<file path="config.mk">
export PLATFORM = sky130hd
export DESIGN_NAME = write_buffer
export DESIGN_NICKNAME = d
export VERILOG_FILES = /design/src/common/wbuf_consts.svh /design/src/common/wbuf_pkg.sv /design/src/write_buffer/wbuf_fifo.sv /design/src/write_buffer/write_buffer.sv
export SDC_FILE = /design/constraint.sdc
export NUM_CORES = 1
export LEC_CHECK = 0
export ABC_AREA = 1
export BUFFER_PORTS_ARGS = -buffer_cell sky130_fd_sc_hd__buf_2
export CAP_MARGIN = 15
export CORE_MARGIN = 1.5
export CORE_UTILIZATION = 55
export CTS_BUF_LIST = sky130_fd_sc_hd__clkbuf_16
export DETAILED_ROUTE_END_ITERATION = 7
export GPL_ROUTABILITY_DRIVEN = 1
export MAX_ROUTING_LAYER = met4
export PLACE_DENSITY_LB_ADDON = 0.1
export SYNTH_ARGS = -nofsm -noshare
export SYNTH_HDL_FRONTEND = slang
export SYNTH_SLANG_ARGS = --single-unit
</file>
<file path="constraint.sdc">
create_clock -name i_clock -period 11.8 [get_ports i_clock]
set_input_delay 1.77 -clock i_clock [delete_from_list [all_inputs] [get_ports i_clock]]
set_output_delay 1.77 -clock i_clock [all_outputs]
set_load 0.005 [all_outputs]
</file>
<file path="src/common/wbuf_consts.svh">
// Build-time constants of the posted-write buffer
//   queue depth in entries
//   memory size in 32-bit words
//   memory wait states per access

`ifndef WBUF_CONSTS_SVH
`define WBUF_CONSTS_SVH

// Entries in the posted-write queue
`define WBUF_DEPTH 8

// Words in the bus memory, only the low address bits decode
`define WBUF_MEM_WORDS 256

// Cycles the memory waits before it answers
`define WBUF_MEM_WAIT 2

`endif

</file>
<file path="src/common/wbuf_pkg.sv">
// Shared types of the posted-write buffer
//   bus address and data words
//   queue entry holding one posted write
//   buffer state encoding
//   helpers to pack and unpack a queue entry

`default_nettype none

package wbuf_pkg;

	typedef logic [31:0] addr_t;
	typedef logic [31:0] data_t;

	// Address in the upper half, data in the lower half
	typedef logic [63:0] entry_t;

	typedef enum logic [2:0] {
		IDLE,
		WRITE_TO_QUEUE,
		READ_FROM_BUS,
		DRAIN,
		TERMINATE
	} wbuf_state_t;

	function automatic entry_t make_entry(input addr_t address, input data_t data);
		return {address, data};
	endfunction

	function automatic addr_t entry_address(input entry_t entry);
		return entry[63:32];
	endfunction

	function automatic data_t entry_data(input entry_t entry);
		return entry[31:0];
	endfunction

endpackage

`default_nettype wire

</file>
<file path="src/write_buffer/wbuf_fifo.sv">
// Synchronous FIFO of posted-write entries
//   register array with read and write pointers
//   occupancy count drives the empty and full flags
//   head entry is presented combinationally

`default_nettype none

module wbuf_fifo #(
	parameter int DEPTH = 4
) (
	input  wire                  i_clock,
	input  wire                  i_reset,
	input  wire                  i_write,
	input  wire wbuf_pkg::entry_t i_wdata,
	input  wire                  i_read,
	output wbuf_pkg::entry_t     o_rdata,
	output logic                 o_empty,
	output logic                 o_full
);
	import wbuf_pkg::*;

	localparam int PTR_W = (DEPTH > 1) ? $clog2(DEPTH) : 1;
	localparam int CNT_W = $clog2(DEPTH + 1);

	entry_t storage [DEPTH];

	logic [PTR_W-1:0] wr_ptr;
	logic [PTR_W-1:0] rd_ptr;
	logic [CNT_W-1:0] count;

	logic push;
	logic pop;

	// Push when full and pop when empty are dropped
	assign push = i_write && !o_full;
	assign pop  = i_read && !o_empty;

	assign o_empty = (count == '0);
	assign o_full  = (count == CNT_W'(DEPTH));
	assign o_rdata = storage[rd_ptr];

	always_ff @(posedge i_clock) begin
		if (push) begin
			storage[wr_ptr] <= i_wdata;
		end
	end

	always_ff @(posedge i_clock) begin
		if (i_reset) begin
			wr_ptr <= '0;
			rd_ptr <= '0;
			count  <= '0;
		end else begin
			if (push) begin
				wr_ptr <= (wr_ptr == PTR_W'(DEPTH - 1)) ? '0 : wr_ptr + 1'b1;
			end
			if (pop) begin
				rd_ptr <= (rd_ptr == PTR_W'(DEPTH - 1)) ? '0 : rd_ptr + 1'b1;
			end
			case ({push, pop})
				2'b10:   count <= count + 1'b1;
				2'b01:   count <= count - 1'b1;
				default: count <= count;
			endcase
		end
	end

endmodule

`default_nettype wire

</file>
<file path="src/write_buffer/write_buffer.sv">
// Posted-write buffer
//   request FSM between the requester port and the memory bus
//   writes are queued and acknowledged at once
//   queued writes drain to the bus in the background
//   reads wait for an empty queue and pass straight through

`default_nettype none

module write_buffer #(
	parameter int DEPTH = 4
) (
	input  wire                 i_clock,
	input  wire                 i_reset,

	// Requester side
	input  wire                 i_request,
	input  wire                 i_rw,
	input  wire wbuf_pkg::addr_t i_address,
	input  wire wbuf_pkg::data_t i_wdata,
	output logic                o_ready,
	output wbuf_pkg::data_t     o_rdata,

	// Queue status
	output logic                o_empty,
	output logic                o_full,

	// Memory bus side
	output logic                o_bus_request,
	output logic                o_bus_rw,
	output wbuf_pkg::addr_t     o_bus_address,
	output wbuf_pkg::data_t     o_bus_wdata,
	input  wire                 i_bus_ready,
	input  wire wbuf_pkg::data_t i_bus_rdata
);
	import wbuf_pkg::*;

	wbuf_state_t state;
	wbuf_state_t next_state;

	logic   q_write;
	entry_t q_wdata;
	logic   q_read;
	entry_t q_rdata;
	logic   q_empty;
	logic   q_full;

	// Entry being written out, captured when it leaves the queue
	entry_t drain_entry;

	logic accept_write;
	logic accept_read;

	wbuf_fifo #(
		.DEPTH(DEPTH)
	) queue0 (
		.i_clock(i_clock),
		.i_reset(i_reset),
		.i_write(q_write),
		.i_wdata(q_wdata),
		.i_read(q_read),
		.o_rdata(q_rdata),
		.o_empty(q_empty),
		.o_full(q_full)
	);

	assign o_empty = q_empty;
	assign o_full  = q_full;

	// Read data comes straight off the bus, valid with o_ready
	assign o_rdata = i_bus_rdata;

	// A write needs room; a read needs every earlier write on the bus
	assign accept_write = i_request && i_rw && !q_full;
	assign accept_read  = i_request && !i_rw && q_empty;

	always_ff @(posedge i_clock) begin
		if (i_reset) begin
			state <= IDLE;
		end else begin
			state <= next_state;
		end
	end

	always_ff @(posedge i_clock) begin
		if (q_read) begin
			drain_entry <= q_rdata;
		end
	end

	always_comb begin
		next_state = state;

		q_write = 1'b0;
		q_wdata = make_entry(i_address, i_wdata);
		q_read  = 1'b0;

		o_ready = 1'b0;

		o_bus_request = 1'b0;
		o_bus_rw      = 1'b0;
		o_bus_address = '0;
		o_bus_wdata   = '0;

		case (state)
			IDLE: begin
				if (accept_write) begin
					q_write    = 1'b1;
					next_state = WRITE_TO_QUEUE;
				end else if (accept_read) begin
					next_state = READ_FROM_BUS;
				end else if (!q_empty) begin
					// Nothing accepted this cycle, so the bus is free for a drain
					q_read     = 1'b1;
					next_state = DRAIN;
				end
			end

			WRITE_TO_QUEUE: begin
				// Acknowledge until the requester lets go
				o_ready = i_request;
				if (!i_request) begin
					next_state = IDLE;
				end
			end

			READ_FROM_BUS: begin
				o_bus_request = 1'b1;
				o_bus_rw      = 1'b0;
				o_bus_address = i_address;
				o_ready       = i_bus_ready;
				if (i_bus_ready) begin
					next_state = TERMINATE;
				end
			end

			DRAIN: begin
				o_bus_request = 1'b1;
				o_bus_rw      = 1'b1;
				o_bus_address = entry_address(drain_entry);
				o_bus_wdata   = entry_data(drain_entry);
				if (i_bus_ready) begin
					next_state = TERMINATE;
				end
			end

			TERMINATE: begin
				// One idle bus cycle so the memory sees the access end
				next_state = IDLE;
			end

			default: begin
				next_state = IDLE;
			end
		endcase
	end

endmodule

`default_nettype wire

</file>
Word-level counts from Yosys, hierarchy flattened
Memory sizes are Yosys's and may differ from the RTL's. A register that Yosys moved wholly into a read port is not among the register bits.
Index checks and enable logic that the tools add are counted.
Widths: inputs -> output; s select.
Cells by class
  add/subtract/negate cells: 4
  eq/ne operators: 11
  mux-type cells: 22
  reductions and logical operators: 14
Operator list (count)
  $pmux 32 s2: 1
  $mux 32: 1
  $mux 3: 5
  $mux 1: 10
  $pmux 3 s3: 1
  $eq 2x2->1 const B: 3
  $eq 3x2->1 const B: 2
  $logic_and 1x1->1: 6
  $logic_not 3->1: 2
  $pmux 3 s2: 1
  $add 2x1->2 const B: 2
  $mux 2: 2
  $ne 4x4->1 const B: 1
  $add 3x1->3 const B: 1
  $eq 3x1->1 const B: 1
  $eq 3x3->1 const B: 1
  $logic_not 1->1: 3
  $reduce_and 3->1: 1
  $sub 3x1->3 const B: 1
  $eq 2x1->1 const B: 1
  $ne 2x1->1 const B: 1
  $ne 2x2->1 const B: 1
  $pmux 1 s2: 1
  $reduce_bool 2->1: 1
  $reduce_or 2->1: 1
Storage, ports and cells
  flip-flop bits (word level): 10
  RAM bits: 256
  input bits: 101
  output and inout bits: 101
  word-level logic and storage cells: 56
  memories: 1
Memories
  queue0.storage: depth 4, width 64, rd ports 1, clocked after Yosys merged registers in 1, write ports 1, line wbuf_fifo.sv:25  | entry_t storage [DEPTH];

Logic depth before layout (Yosys ltp)
  word-level depth: 9
  gate-level depth with buffers: 12
  gate-level depth less buffers: 12

Hierarchy
A second synthesis with hierarchy kept.
Unflattened totals
  cell total of the unflattened synthesis: 1005
  area total of the unflattened synthesis: 13126.3 sq um
By module, submodules not included
  wbuf_fifo: instances 1, cells each 691, area an instance 9999.6 sq um, seq. area each 7867.5 sq um
  write_buffer: instances 1, cells each 314, area an instance 3126.7 sq um, seq. area each 1981.9 sq um

Worst setup path after synthesis
Ideal clock, no wire load.
  kind: input to register
  from: input port i_rw
  to: memory queue0.storage[0][0] (netlist name) (enable)
  setup time: 0.486 ns
  data arrival time: 4.726 ns
  required time: 11.314 ns
  path slack: 6.587 ns
  stages on the path: 4
  buffers on the path: 0
  cells stage by stage: nand2_1 -> inv_1 -> nand3_2 -> nor2_1
Between the ends
  cells in the longest elaborated chain, start to end: 7
RTL lines
  start, declared: line write_buffer.sv:17  | input wire i_rw,
  $logic_and 1x1->1 (2 in a row): line write_buffer.sv:73  | assign accept_write = i_request && i_rw && !q_full;
  $mux 1: line write_buffer.sv:106  | if (accept_write) begin
  $mux 1: line write_buffer.sv:104  | case (state)
  $logic_and 1x1->1: line wbuf_fifo.sv:35  | assign push = i_write && !o_full;
  $mux 1: line wbuf_fifo.sv:43  | if (push) begin
  $mux 1 (not written as such): line wbuf_fifo.sv:44  | storage[wr_ptr] <= i_wdata;
  end, declared: line wbuf_fifo.sv:25
No other way between the ends.

Final worst setup path
  from: register state[1]
  to: output port o_bus_address[28]
Between the ends
  cells in the longest elaborated chain, start to end: 2
  elaborated cells on any way between the ends: 3
  classes of those cells: eq/ne (2); mux (1)
RTL lines
  start, declared: line write_buffer.sv:37  | wbuf_state_t state;
  start signal, assigned: line write_buffer.sv:80  | state <= next_state;
  $eq 3x2->1: line write_buffer.sv:104
  $pmux 32 s2 *: line write_buffer.sv:104
  end, declared: line write_buffer.sv:30  | output wbuf_pkg::addr_t o_bus_address,
Every way passes the cells marked *; elsewhere a longest branch is shown, timed or not.

==> out/metrics.cfg <==
[sta]
worst_pin_slew_ns = 1.03
tns_ns = 0
report.final.slew_viol_count = 0
fmax_mhz = 213
period_minus_slack_ns = 4.70
setup_viol = 0
slew_headroom_pct = 31.3
rsz0062_at_grt = false
fin_skew_ns = 0.0131
hold_viol = 0
finalCritPeriodShare_pct = 39.8

[synthesis]
synth_seq_cells = 330
syn-cell-area_um2 = 13000
synth_top_area_share_pct = 73.8
syn_inst = 994
ys_warn_count = 0
async_reset_ff_share_pct = 0
yosys.area.top_type = edfxtp_1
syn-num-nets = 1102
seq_area_frac_synth_pct = 75.3
syn_area_per_cell_um2 = 13.1
synth.distinct_cells = 25
synth_edf_count = 320
yosys_most_used_dff = edfxtp_1
synth_area_leaders = edfxtp_1 74%, nor2_1 5.1%, o22ai_1 3.1%

[power_and_ir_drop]
sw_frac_of_total_pct = 30.4
combPwrFrac_pct = 22.7
p_switching_mw = 1.03
p_leak_nw = 5.54
ir_drop_mv = 0.166
power_density_nw_per_um2 = 230
p_clk_share_pct = 28.5
p_total_mw = 3.37
seq_power_share_pct = 48.8
p_int_mw = 2.34

[final_layout]
fin_nets = 1200
layout-drive-gt1-share_pct = 18.5
fin_cells = 1437
final_cell_mix = 320 x edfxtp_1, 172 x nor2_1, 137 x buf_2
syn_to_final_growth_pct = 12.6
layout_commonest_cell = edfxtp_1

[cts]
cts_hold_buf = 0
postCtsSetupRepairBufs = 0
clk_latency_ns = 0.51
post_cts_resize_count = 0
cts_buffers = 34
clock_sinks = 330
htree_levels = 2
tritoncts = yes
clk_pin_slew_ns = 0.06
cts-root-buf = clkbuf_16
clock_path_buffers = 3

[worst_setup_path]
r2r-end = queue0.storage[0][45]
crit_start = state[1]
end_kind = output pin
rr_startpoint = state[0]
arrival_ns = 2.93
cp-start-kind = flop
r2r_slack_ns = 8.59
worstPathRequired_ns = 10.03
path_class = flop to output pin
path_max_fanout = 36
rr_worst_depth = 6

[worst_hold_path]
hp-start = queue0.count[0]
min_to = queue0.count[0]
holdPathStages = 1
hold_path.class = flop to flop

[placement]
hpwl_um = 13600
gp_congestion = 0.757
dp.cells = 1375
port_buffers = 137

[die]
core_area_um2 = 23300
ioPinCount = 202
die_area_um2 = 24600
die_w_um = 157
start_util_pct = 55.8
die_y_um = 157
rows = 56

[global_route]
grt_use_met2_pct = 36.1
grt_pass1_vias = 7297
grt_pass1_wl_um = 39400
grt.busiest_layer = met2
grt_max_degree = 91
grt-ovfl-total = 0
use_met1_pct = 28.0
track_usage_pct = 22.0
antenna_found_initial = 4
grt_util_met3_pct = 4.38

[drt]
dr.pass1.iters = 5
via_per_inst = 5.29
drt_iter0_drc = 493
ant_nets = 0
vias = 7604
wl_um = 25600
drc_errors = 0
drt-wirelength-per-cell_um = 17.8

[status]
status = finished, final reports clean

[job]
drv_cap = 0

routing by layer:
metal	wire, um	vias up
met1	11200	3630
met4	363	0
li1	-	3727
met3	1560	32
met2	12500	215
met5	0	-
cell families after synthesis:
family,synth area share (%)
AOI/OAI and AO/OA,8.53
DFF,75.3
adders and majority gates,0.730
and+or+nand+nor,9.27
buffers and inverters,6.16
stage by stage:
step	area, um^2	hold WS (ns)	util, %	setup WS (ns)
after floorplan	13000	0.453	-	6.59
after global placement	13700	0.470	58.5	7.62
after detailed placement	13700	0.488	58.5	7.59
after CTS	14700	0.502	62.8	7.05
after global routing	14700	0.524	62.8	6.92
final	14700	0.502	62.8	7.10
cells in the mapped netlist (6+ instances only):
cell and instances:
o21ai_1 57, buf_4 37, buf_2 7, a21oi_1 7
o22ai_1 64, inv_1 56, nand2_1 83, edfxtp_1 320
nor2_1 176, nand3_1 39, ha_1 6, dfxtp_1 10
buf_6 13, clkbuf_1 26, inv_2 6, o21ai_0 78
flip-flops by register name (all words and copies together), names as in the netlist:
signal and count:
drain_entry 64, queue0.count 3, queue0.rd_ptr 2, queue0.storage 256, queue0.wr_ptr 2, state 3
area by class of cell:
type | instances | area (um^2)
flip-flops and latches | 330 | 9810
fillers | 1846 | 8670
multi-input cells | 516 | 2440
clock buffers | 35 | 876
repair buffers | 147 | 761
well taps | 319 | 399
inverters | 63 | 239
clock inverters | 23 | 121
diodes | 4 | 10.0
power groups by stage:
stage | Combinational (mW) | Sequential (mW) | Clock (mW)
6_report | 0.764 | 1.64 | 0.961
5_1_grt | 0.871 | 1.67 | 1.02
4_1_cts | 0.778 | 1.65 | 0.980
3_5_place_dp | 0.774 | 1.67 | 0
3_3_place_gp | 0.763 | 1.67 | 0
2_1_floorplan | 0.584 | 1.64 | 0
worst max path at each step:
stage	to	slack, ns
CTS	o_bus_address[28]	7.05
finish	o_bus_address[28]	7.10
global route	o_bus_address[28]	6.92
global placement	o_bus_address[28]	7.62
detailed placement	o_bus_address[28]	7.59
floorplan	queue0.storage[0][0]	6.59
worst max-delay path, stage by stage (launching register included):
cell and delay [ns]:
dfxtp_1 0.36, inv_2 0.07, nor2_4 0.68, nand2_2 0.07, buf_4 0.30, inv_2 0.53, nand2_1 0.10, nand2_1 0.14
buf_2 0.13
Note: power is estimated with default switching activity, not from simulation.
